<file path="src/rtl/vending_pkg.sv">
// vending machine shared definitions
package vending_pkg;

    typedef logic [6:0] credit_t; // 0 to 127

    typedef struct packed {
        logic nickel;
        logic dime;
        logic fifty;
    } coin_pulses_t;

    // priority order, coffee first
    typedef struct packed {
        logic coffee;
        logic coke;
        logic oolong;
        logic water;
    } product_sel_t;

    typedef logic [3:0] led_t; // coffee on bit 3

    typedef enum logic [2:0] {
        INSERT      = 3'd0,
        VEND_COFFEE = 3'd1,
        VEND_COKE   = 3'd2,
        VEND_OOLONG = 3'd3,
        VEND_WATER  = 3'd4,
        REFUND      = 3'd5
    } vend_state_t;

    localparam credit_t PRICE_COFFEE = 7'd80;
    localparam credit_t PRICE_COKE   = 7'd30;
    localparam credit_t PRICE_OOLONG = 7'd25;
    localparam credit_t PRICE_WATER  = 7'd20;

    localparam credit_t CREDIT_MAX = 7'd100;

    localparam credit_t COIN_NICKEL = 7'd5;
    localparam credit_t COIN_DIME   = 7'd10;
    localparam credit_t COIN_FIFTY  = 7'd50;

    localparam credit_t PAYOUT_STEP = 7'd5;

    // active low, segment a on bit 6 down to g on bit 0
    typedef logic [6:0] seg_t;

    localparam seg_t SEG_DIGIT [0:9] = '{
        7'b0000001, // 0
        7'b1001111, // 1
        7'b0010010, // 2
        7'b0000110, // 3
        7'b1001100, // 4
        7'b0100100, // 5
        7'b0100000, // 6
        7'b0001111, // 7
        7'b0000000, // 8
        7'b0000100  // 9
    };

endpackage

</file>
<file path="src/rtl/button_pulse.sv">
// button debounce and single pulse
`timescale 1ns/1ps

module button_pulse #(
    parameter int DEBOUNCE_LEN = 4
) (
    input  logic clk,
    input  logic rst,
    input  logic btn,
    output logic press
);

    logic [DEBOUNCE_LEN-1:0] samples;
    logic                    pressed;
    logic                    pressed_d;

    assign pressed = &samples; // all samples high

    always_ff @(posedge clk or posedge rst) begin
        if (rst) begin
            samples   <= '0;
            pressed_d <= 1'b0;
        end else begin
            samples   <= DEBOUNCE_LEN'({samples, btn}); // oldest sample drops off
            pressed_d <= pressed;
        end
    end

    // rising edge of the debounced level
    assign press = pressed & ~pressed_d;

endmodule

</file>
<file path="src/rtl/vend_fsm.sv">
// vending state machine
`timescale 1ns/1ps

module vend_fsm (
    input  logic                      clk,
    input  logic                      rst,
    input  vending_pkg::coin_pulses_t coins,
    input  vending_pkg::product_sel_t select,
    input  logic                      cancel,
    input  vending_pkg::credit_t      payout_left,
    input  logic                      payout_done,
    output logic                      payout_load,
    output vending_pkg::credit_t      payout_amount,
    output vending_pkg::credit_t      show_amount,
    output vending_pkg::led_t         leds
);

    vending_pkg::vend_state_t state;
    vending_pkg::vend_state_t buy_state;
    vending_pkg::credit_t     credit;
    vending_pkg::credit_t     price;
    vending_pkg::led_t        afford;
    logic                     buy_ok;
    logic [7:0]               coin_sum; // one spare bit before saturation

    assign afford = {credit >= vending_pkg::PRICE_COFFEE,
                     credit >= vending_pkg::PRICE_COKE,
                     credit >= vending_pkg::PRICE_OOLONG,
                     credit >= vending_pkg::PRICE_WATER};

    // highest priority affordable product
    always_comb begin
        buy_state = vending_pkg::INSERT;
        price     = '0;
        buy_ok    = 1'b0;
        if (select.coffee && afford[3]) begin
            buy_state = vending_pkg::VEND_COFFEE;
            price     = vending_pkg::PRICE_COFFEE;
            buy_ok    = 1'b1;
        end else if (select.coke && afford[2]) begin
            buy_state = vending_pkg::VEND_COKE;
            price     = vending_pkg::PRICE_COKE;
            buy_ok    = 1'b1;
        end else if (select.oolong && afford[1]) begin
            buy_state = vending_pkg::VEND_OOLONG;
            price     = vending_pkg::PRICE_OOLONG;
            buy_ok    = 1'b1;
        end else if (select.water && afford[0]) begin
            buy_state = vending_pkg::VEND_WATER;
            price     = vending_pkg::PRICE_WATER;
            buy_ok    = 1'b1;
        end
    end

    assign coin_sum = {1'b0, credit}
                    + (coins.nickel ? {1'b0, vending_pkg::COIN_NICKEL} : 8'd0)
                    + (coins.dime   ? {1'b0, vending_pkg::COIN_DIME}   : 8'd0)
                    + (coins.fifty  ? {1'b0, vending_pkg::COIN_FIFTY}  : 8'd0);

    always_ff @(posedge clk or posedge rst) begin
        if (rst) begin
            state  <= vending_pkg::INSERT;
            credit <= '0;
        end else begin
            case (state)
                vending_pkg::INSERT: begin
                    if (cancel) begin
                        state  <= vending_pkg::REFUND;
                        credit <= '0;
                    end else if (buy_ok) begin
                        state  <= buy_state;
                        credit <= '0;
                    end else if (coin_sum > {1'b0, vending_pkg::CREDIT_MAX}) begin
                        credit <= vending_pkg::CREDIT_MAX;
                    end else begin
                        credit <= coin_sum[6:0];
                    end
                end
                default: begin
                    if (payout_done) begin
                        state <= vending_pkg::INSERT;
                    end
                end
            endcase
        end
    end

    // dispenser load in the decision cycle
    assign payout_load   = (state == vending_pkg::INSERT) && (cancel || buy_ok);
    assign payout_amount = cancel ? credit : credit - price;

    assign show_amount = (state == vending_pkg::INSERT) ? credit : payout_left;

    always_comb begin
        case (state)
            vending_pkg::INSERT:      leds = afford;
            vending_pkg::VEND_COFFEE: leds = 4'b1000;
            vending_pkg::VEND_COKE:   leds = 4'b0100;
            vending_pkg::VEND_OOLONG: leds = 4'b0010;
            vending_pkg::VEND_WATER:  leds = 4'b0001;
            default:                  leds = 4'b0000; // refund
        endcase
    end

endmodule

</file>
<file path="src/rtl/change_dispenser.sv">
// change payout counter
`timescale 1ns/1ps

module change_dispenser #(
    parameter int TICK_CYCLES = 100000000
) (
    input  logic                 clk,
    input  logic                 rst,
    input  logic                 payout_load,
    input  vending_pkg::credit_t payout_amount,
    output vending_pkg::credit_t payout_left,
    output logic                 payout_done
);

    localparam int CNT_W = (TICK_CYCLES > 1) ? $clog2(TICK_CYCLES) : 1;

    logic [CNT_W-1:0] tick_cnt;
    logic             active;
    logic             tick;

    assign tick = (tick_cnt == CNT_W'(TICK_CYCLES - 1));

    always_ff @(posedge clk or posedge rst) begin
        if (rst) begin
            payout_left <= '0;
            active      <= 1'b0;
            tick_cnt    <= '0;
        end else if (payout_load) begin
            payout_left <= payout_amount;
            active      <= 1'b1;
            tick_cnt    <= '0;
        end else if (active) begin
            if (payout_left == '0) begin
                active <= 1'b0; // finished
            end else if (tick) begin
                tick_cnt <= '0;
                // floor at zero
                if (payout_left <= vending_pkg::PAYOUT_STEP)
                    payout_left <= '0;
                else
                    payout_left <= payout_left - vending_pkg::PAYOUT_STEP;
            end else begin
                tick_cnt <= tick_cnt + 1'b1;
            end
        end
    end

    assign payout_done = active && (payout_left == '0);

endmodule

</file>
<file path="src/rtl/seg_display.sv">
// seven segment display driver
`timescale 1ns/1ps

module seg_display #(
    parameter int REFRESH_BITS = 20
) (
    input  logic                 clk,
    input  logic                 rst,
    input  vending_pkg::credit_t amount,
    output logic [3:0]           digits,
    output vending_pkg::seg_t    segments
);

    logic [REFRESH_BITS-1:0] refresh_cnt;
    logic [1:0]              sel;
    logic [1:0]              used;
    logic [1:0]              idx;
    logic [3:0]              hundreds;
    logic [3:0]              tens;
    logic [3:0]              units;
    logic [3:0]              value;

    always_ff @(posedge clk or posedge rst) begin
        if (rst)
            refresh_cnt <= '0;
        else
            refresh_cnt <= refresh_cnt + 1'b1;
    end

    assign sel = refresh_cnt[REFRESH_BITS-1 -: 2];

    // decimal split
    assign hundreds = 4'(amount / 7'd100);
    assign tens     = 4'((amount / 7'd10) % 7'd10);
    assign units    = 4'(amount % 7'd10);

    always_comb begin
        if (amount >= 7'd100)
            used = 2'd3;
        else if (amount >= 7'd10)
            used = 2'd2;
        else
            used = 2'd1;
    end

    // leading digits blanked, so only used positions are scanned
    assign idx = (sel >= used) ? used - 2'd1 : sel;

    always_comb begin
        case (idx)
            2'd0:    value = units;
            2'd1:    value = tens;
            default: value = hundreds;
        endcase
    end

    assign digits   = ~(4'b0001 << idx);
    assign segments = vending_pkg::SEG_DIGIT[value];

endmodule

</file>
<file path="src/rtl/vending_top.sv">
// vending controller top level
`timescale 1ns/1ps

module vending_top #(
    parameter int DEBOUNCE_LEN = 4,
    parameter int TICK_CYCLES  = 100000000,
    parameter int REFRESH_BITS = 20
) (
    input  logic              clk,
    input  logic              rst,
    input  logic              btn_nickel,
    input  logic              btn_dime,
    input  logic              btn_fifty,
    input  logic              btn_coffee,
    input  logic              btn_coke,
    input  logic              btn_oolong,
    input  logic              btn_water,
    input  logic              btn_cancel,
    output vending_pkg::led_t leds,
    output logic [3:0]        digits,
    output vending_pkg::seg_t segments
);

    vending_pkg::coin_pulses_t coins;
    vending_pkg::product_sel_t select;
    vending_pkg::credit_t      payout_amount;
    vending_pkg::credit_t      payout_left;
    vending_pkg::credit_t      show_amount;
    logic                      cancel;
    logic                      payout_load;
    logic                      payout_done;

    // coin buttons
    button_pulse #(.DEBOUNCE_LEN(DEBOUNCE_LEN)) nickel_inst (
        .clk(clk), .rst(rst), .btn(btn_nickel), .press(coins.nickel)
    );
    button_pulse #(.DEBOUNCE_LEN(DEBOUNCE_LEN)) dime_inst (
        .clk(clk), .rst(rst), .btn(btn_dime), .press(coins.dime)
    );
    button_pulse #(.DEBOUNCE_LEN(DEBOUNCE_LEN)) fifty_inst (
        .clk(clk), .rst(rst), .btn(btn_fifty), .press(coins.fifty)
    );

    // product buttons
    button_pulse #(.DEBOUNCE_LEN(DEBOUNCE_LEN)) coffee_inst (
        .clk(clk), .rst(rst), .btn(btn_coffee), .press(select.coffee)
    );
    button_pulse #(.DEBOUNCE_LEN(DEBOUNCE_LEN)) coke_inst (
        .clk(clk), .rst(rst), .btn(btn_coke), .press(select.coke)
    );
    button_pulse #(.DEBOUNCE_LEN(DEBOUNCE_LEN)) oolong_inst (
        .clk(clk), .rst(rst), .btn(btn_oolong), .press(select.oolong)
    );
    button_pulse #(.DEBOUNCE_LEN(DEBOUNCE_LEN)) water_inst (
        .clk(clk), .rst(rst), .btn(btn_water), .press(select.water)
    );

    button_pulse #(.DEBOUNCE_LEN(DEBOUNCE_LEN)) cancel_inst (
        .clk(clk), .rst(rst), .btn(btn_cancel), .press(cancel)
    );

    vend_fsm vend_fsm_inst (
        .clk          (clk),
        .rst          (rst),
        .coins        (coins),
        .select       (select),
        .cancel       (cancel),
        .payout_left  (payout_left),
        .payout_done  (payout_done),
        .payout_load  (payout_load),
        .payout_amount(payout_amount),
        .show_amount  (show_amount),
        .leds         (leds)
    );

    change_dispenser #(.TICK_CYCLES(TICK_CYCLES)) change_dispenser_inst (
        .clk          (clk),
        .rst          (rst),
        .payout_load  (payout_load),
        .payout_amount(payout_amount),
        .payout_left  (payout_left),
        .payout_done  (payout_done)
    );

    seg_display #(.REFRESH_BITS(REFRESH_BITS)) seg_display_inst (
        .clk     (clk),
        .rst     (rst),
        .amount  (show_amount),
        .digits  (digits),
        .segments(segments)
    );

endmodule

</file>
<file path="config.mk">
export PLATFORM = sky130hd
export DESIGN_NAME = vending_top
export DESIGN_NICKNAME = d
export VERILOG_FILES = /design/src/rtl/vending_pkg.sv /design/src/rtl/button_pulse.sv /design/src/rtl/vend_fsm.sv /design/src/rtl/change_dispenser.sv /design/src/rtl/seg_display.sv /design/src/rtl/vending_top.sv
export SDC_FILE = /design/constraint.sdc
export NUM_CORES = 1
export LEC_CHECK = 0
export CAP_MARGIN = 5
export CORE_UTILIZATION = 35
export CTS_CLUSTER_DIAMETER = 50
export DETAILED_ROUTE_END_ITERATION = 12
export DONT_BUFFER_PORTS = 1
export GPL_TIMING_DRIVEN = 0
export SLEW_MARGIN = 20
export SYNTH_ARGS = -nofsm -noshare
export SYNTH_HDL_FRONTEND = slang
export SYNTH_HIERARCHICAL = 1
export SYNTH_SLANG_ARGS = --single-unit
</file>
<file path="constraint.sdc">
create_clock -name clk -period 14.1 [get_ports clk]
set_input_delay 2.82 -clock clk [delete_from_list [all_inputs] [get_ports clk]]
set_output_delay 2.82 -clock clk [all_outputs]
set_load 0.05 [all_outputs]
</file>
Yosys cells after proc, flatten, opt, wreduce, memory -nomap -nowiden
Memory sizes are Yosys's and may differ from the RTL's.
Index checks and enable logic that the tools add are counted.
- bits in registers: 105
- bits in read-only memories: 112
- bits of input ports: 10
- output and inout port bits: 15
- word-level logic and storage cells: 139
- memories: 1
- add/sub/neg operators: 8
- divide/modulo/power cells: 4
- $lt $le $gt $ge: 10
- equality and inequality tests: 8
- shift-type cells: 1
- multiplexer cells: 43
- bitwise operators: 18
- reduce and logical (&&, ||, !) cells: 24
- memories (memory ; words ; bits a word ; read ports ; clocked after Yosys merged registers in ; write ports ; RTL line ; source):
    (name not given) ; 16 ; 7 ; 1 ; 0 ; 0 ; seg_display.sv:58 ; assign segments = vending_pkg::SEG_DIGIT[value];
- operators by type and width (operator ; number):
    2-to-1 mux 27 bit ; 4
    2-to-1 mux 7 bit ; 15
    AND reduction 4 bit ; 8
    adder 27 x 1 -> 27 bit, second input constant ; 1
    == test 27 bit, second input constant ; 1
    2-to-1 mux 3 bit ; 9
    >= comparator 7 x 5 -> 1 bit, second input constant ; 3
    adder 20 x 1 -> 20 bit, second input constant ; 1
    case mux 4 bit (5 select lines) ; 1
    adder 8 bit ; 2
    >= comparator 7 bit, second input constant ; 2
    modulo 7 x 4 -> 7 bit, second input constant ; 2
    adder 7 x 8 -> 8 bit ; 1
    AND 1 bit ; 8
    greater-than comparator 8 x 7 -> 1 bit, second input constant ; 1
    NOT 1 bit ; 8
    case mux 4 bit (2 select lines) ; 1
    divider 7 x 4 -> 7 bit, second input constant ; 1
    divider 7 x 7 -> 7 bit, second input constant ; 1
    >= comparator 7 x 4 -> 1 bit, second input constant ; 1
    less-or-equal comparator 7 x 3 -> 1 bit, second input constant ; 1
    logical NOT 7 bit ; 1
    2-to-1 mux 1 bit ; 7
    subtractor 7 x 3 -> 7 bit, second input constant ; 1
    24 further kinds ; 35

Logic depth before layout (Yosys ltp)
- depth in word-level cells: 13
- gate-level depth with buffers: 28

Cells and area by module
Netlist, hierarchy kept.
- modules (own cells, without submodules) (module ; instances ; cells each ; area an instance (sq um) ; seq. area each (sq um)):
    change_dispenser ; 1 ; 226 ; 2044.5 ; 875.8
    seg_display ; 1 ; 207 ; 1808.0 ; 500.5
    vend_fsm ; 1 ; 166 ; 1295.0 ; 250.2
    button_pulse ; 8 ; 8 ; 153.9 ; 125.1

Worst setup path before layout
Ideal clock, no wire load.
- path type: register -> output
- from: register vend_fsm_inst.state[1]
- to: output port segments[2]
- arrival time: 6733 ps
- required time: 11280 ps
- slack: 4547 ps
- cell stages (with the launch flop): 29
- buffers on the path: 1
- path through: dfrtp_1 inv_1 nand3_2 buf_1 nand2_1 o21ai_1 o21a_1 o41ai_2 ha_1 nand2b_1 a21oi_2 mux2i_4 inv_4 mux2_4 ha_1 or3b_2 a32oi_1 a211o_1 and2_1 xnor2_1 ha_1 nor2b_1 a221oi_1 o32a_4 nor3b_1 a31oi_1 inv_1 ha_1 mux2i_1
- longest elaborated chain between the ends: 13
- elaborated cells between the ends (all ways): 20
- those cells by class: add/sub (1); div (4); order compare (3); eq/ne (1); mux (7); bitwise (1); reduce/logical (2); memory (1)
- ends and longest elaborated chain (item ; RTL line ; source):
    from (decl) ; vend_fsm.sv:18 ; vending_pkg::vend_state_t state;
    from (signal assigned) ; vend_fsm.sv:62 ; state <= vending_pkg::INSERT;
    from (signal assigned) ; vend_fsm.sv:68 ; state <= vending_pkg::REFUND;
    from (signal assigned) ; vend_fsm.sv:71 ; state <= buy_state;
    logical NOT 3 bit * ; vend_fsm.sv:92 ; assign show_amount = (state == vending_pkg::INSERT) ? credit : payout_left;
    2-to-1 mux 7 bit * ; vend_fsm.sv:92 ;
    net show_amount[1] ; vending_top.sv:28 ; vending_pkg::credit_t show_amount;
    branches (longest 6 deep; another with divider 7 x 4 -> 7 bit) ; n/a ;
    case mux 4 bit (2 select lines) * ; seg_display.sv:50 ; case (idx)
    NOT 4 -> 5 bit (not written as such) * ; seg_display.sv:58 ;
    memory read (16 x 7 bit) * ; n/a ;
    2-to-1 mux 7 bit (not written as such) * (2 in a row) ; seg_display.sv:58 ;
    to (decl) ; vending_top.sv:21 ; output vending_pkg::seg_t segments
Mark *: on every way through the listed nets, which the timed path passes. The select of a mux whose other input is x is not followed.

Worst setup path after layout
- from: register vend_fsm_inst.state[0]
- to: output port segments[2]
The elaborated chain is that of the path after synthesis.

==> summary.txt <==
Critical path
  – CP required: about 11 ns
  – CP max stage delay: 0.85 ns
  – WS Path Type: reg2out
  – Critical Path Start Type: flip-flop
  – CP most frequent cell: ha_1
  – CP max stage cell: mux2i_1
  – Worst Path Arrival: between 8 and 9 ns
  – Critical Path Fanout Max: 10
  – Crit end category: primary output

Power
  – Power share of the combinational group: between 30 and 40%
  – NetSw: between 0.3 and 0.4 mW
  – Power per cell area: ~130 nW/um^2
  – Clock Power Share: roughly 27%
  – Internal power: 0.573 mW
  – VDD IR max: between 0.1 and 0.15 mV
  – Total power: around 0.94 mW
  – Switching Fraction: 39.0%
  – Leakage power: a little over 3 nW
  – Sequential Power Share: 36.6%

STA
  – Tcrit/Tclk final: 78.2%
  – RSZ-0062 raised after global routing: false
  – Clock skew after layout: roughly 0.0054 ns
  – Worst-margin pin slew: 1.09 ns
  – Slew Viols, Final: 0
  – Max_slew headroom: 25.3%
  – Fin crit period: around 11 ns
  – Fmax: 0.0907 GHz
  – Setup WS post-layout: approximately 3 ns
  – Final setup viols: 0
  – Final Hold Fails: 0
  – Fin Setup TNS: 0 ns

Global routing
  – Largest net degree at the start of global routing: 22
  – Remaining Overflow, GRT: 0
  – First-pass GRT wire length: between 20 and 25 mm
  – Vias in the first global route: ~4600
  – Initial antenna violation count: 0
  – Gr usage total: approximately 15%

Cells and area
  – Layout area overhead: 9.85%
  – Antenna cell count: 0
  – Most frequent cells in the layout: dfrtp_1 (105), nand2_1 (72), nor2_1 (51), inv_1 (45), ha_1 (30)
  – Final core occ: 39.1%
  – Most common cell after layout, fill and taps aside: dfrtp_1
  – Post-route cell area: between 7000 and 8000 um^2
  – Layout fillers: around 1800
  – # nets final: approximately 720
  – Share of layout cells above drive strength 1: around 11%

Place
  – IO Port Bufs: 0
  – GPL Wtd Cong: approximately 0.83
  – Detailed Place HPWL: around 9.6 mm
  – Dpl cell area: about 6700 um^2
  – Worst slack, placed: ~3.5 ns

Yosys
  – Syn avg cell area: 9.62 um^2
  – Register bit total from synthesis: 105
  – Post-synth EDFFs: 0
  – Post-Syn Area: between 6000 and 7000 um^2
  – Post-synthesis cell type count: 90
  – Main synth FF type: dfrtp_1
  – Post-synthesis net count: 706
  – Ys async rst share: 100%
  – Mapped Cells: between 600 and 700
  – Sequential area share after synthesis: between 40% and 50%
  – Yosys warnings: 6

CTS
  – Post-CTS Resized: 0
  – Bufs on Longest Clock Path: 2
  – CTS tree: yes
  – Clock latency on the worst-skew pair: 0.35 ns
  – Clk root buf: clkbuf_16
  – H-tree Lvls: 3
  – Clk slew on worst S/H paths: 0.07 ns
  – Num CTS Buffers: 9
  – Setup Fix Bufs, Post-CTS: 0
  – Num Clock Sinks: about 110
  – Post-cts hold buffer count: 0

Routing
  – Drt via density: around 5.3
  – DRC viols: 0
  – First drt pass iteration count: 5
  – Total Wirelength: roughly 13 mm
  – Routed via count: ~4800
  – Drt wl/cell: between 10 and 15 um
  – Initial DRC count: 290
  – Post-DRT Antenna Nets: 0

Status
  – Outcome: complete, no violations

Floorplan
  – Die ar.: approximately 19000 um^2
  – Core area: 17900 um^2
  – Initial Utilization: a little over a third
  – Die width: 137 um
  – Row count: approximately 50
  – DIE HEIGHT: around 140 um
  – Top Ports: 25

Hold path
  – HP Class: reg2reg

Job
  – # Max-Cap Violations: 0
final timing paths:
kind / from / end / slack, ns / depth (start not counted)
setup / recovery: vend_fsm_inst/state[0] / segments[2] / 3.07 / 26
hold / removal: dime_inst/samples[1] / dime_inst/samples[2] / 0.37 / 0
setup reg to reg: fifty_inst/samples[2] / vend_fsm_inst/credit[1] / 10.64 / 13
hold reg to reg: dime_inst/samples[1] / dime_inst/samples[2] / 0.37 / 0
max in group asynchronous: rst / seg_display_inst/refresh_cnt[9] / 11.16 / 1
min in group asynchronous: rst / nickel_inst/samples[0] / 2.24 / 1
critical path: cells and delay by family (launching register included):
kind                       cells  cell delay [ns]
and+or+nand+nor                8             2.00
AOI/OAI and AO/OA              6             1.67
muxes                          3             1.60
buffers and inverters          4             1.01
adders and majority gates      4             0.96
DFF                            1             0.45
xor gates and xnor gates       1             0.17
power groups by stage:
stage                     Sequential (mW)  Clock, mW  Combinational (mW)
after global placement              0.348          0               0.337
after global routing                0.346      0.277               0.377
after CTS                           0.344      0.263               0.344
after detailed placement            0.349          0               0.342
final                               0.343      0.253               0.343
after floorplan                     0.339          0               0.290
cells by family after synthesis:
family                   share of synthesized area [%]
adder cells (fa/ha/maj)                           6.83
AND/OR/NAND/NOR                                   24.2
XOR/XNOR                                          5.90
buffers and inverters                             4.75
AO/OA/AOI/OAI                                     15.0
multiplexers                                      2.06
flip-flops                                        41.2
through the flow:
step,std cells,hold slack (ns)
floorplan,663,0.354
global placement,892,0.355
detailed placement,893,0.359
CTS,909,0.375
global route,909,0.391
finish,909,0.373
registers in the layout (all words and copies together) (netlist names):
signal	cells
oolong_inst/pressed_d	1
vend_fsm_inst/state	3
coffee_inst/samples	4
oolong_inst/samples	4
water_inst/pressed_d	1
coffee_inst/pressed_d	1
change_dispenser_inst/tick_cnt	27
fifty_inst/samples	4
change_dispenser_inst/payout_left	7
dime_inst/samples	4
vend_fsm_inst/credit	7
cancel_inst/pressed_d	1
coke_inst/samples	4
fifty_inst/pressed_d	1
seg_display_inst/refresh_cnt	20
cancel_inst/samples	4
nickel_inst/pressed_d	1
nickel_inst/samples	4
water_inst/samples	4
dime_inst/pressed_d	1
coke_inst/pressed_d	1
change_dispenser_inst/active	1
synthesized netlist by cell type (3+ instances only):
library cell	instances	area, um^2
o21a_1	3	22.5
nor3b_1	4	30.0
buf_2	4	20.0
a22o_1	5	43.8
nand2_1	72	270
ha_1	30	375
xor2_1	19	166
o22ai_1	6	37.5
and4_1	3	26.3
o21ai_1	12	60.1
nor2b_4	8	110
and2_1	5	31.3
nor3_1	13	65.1
nor2b_1	9	56.3
fa_1	3	60.1
nand3_1	25	125
a31oi_1	9	56.3
and4_4	8	90.1
dfrtp_1	105	2630
nand2b_1	10	62.6
nor2_1	51	191
a211oi_1	6	45.0
nand3b_1	4	30.0
mux2_2	3	33.8
o21ai_0	19	95.1
mux2i_1	6	60.1
nor4b_1	3	26.3
a21oi_1	21	105
a32o_1	5	50.1
nor4_1	5	31.3
and3_1	13	81.3
inv_1	46	173
clkbuf_1	14	52.6
nand4_1	17	106
a21o_1	3	22.5
xnor2_1	24	210
cell type report:
| class | count | area [um^2] | area share [%] |
|---|---|---|---|
| Buffer | 23 | 116 | 1.66 |
| Clock buffer | 12 | 246 | 3.52 |
| Clock inverter | 4 | 52.6 | 0.750 |
| Inverter | 49 | 186 | 2.66 |
| Multi-Input combinational cell | 486 | 3460 | 49.4 |
| Sequential cell | 105 | 2630 | 37.5 |
| Tap cell | 229 | 287 | 4.09 |
| Timing Repair Buffer | 1 | 27.5 | 0.393 |
metal layers:
| layer | vias up | track usage [%] | share of wire, % |
|---|---|---|---|
| met5 | - | 0 | 0 |
| li1 | 2405 | - | - |
| met2 | 87 | 22.6 | 43 |
| met4 | 0 | 4.88 | 1.3 |
| met3 | 11 | 3.11 | 3.8 |
| met1 | 2304 | 22.1 | 52 |
Power figures use the tool's default switching activity.
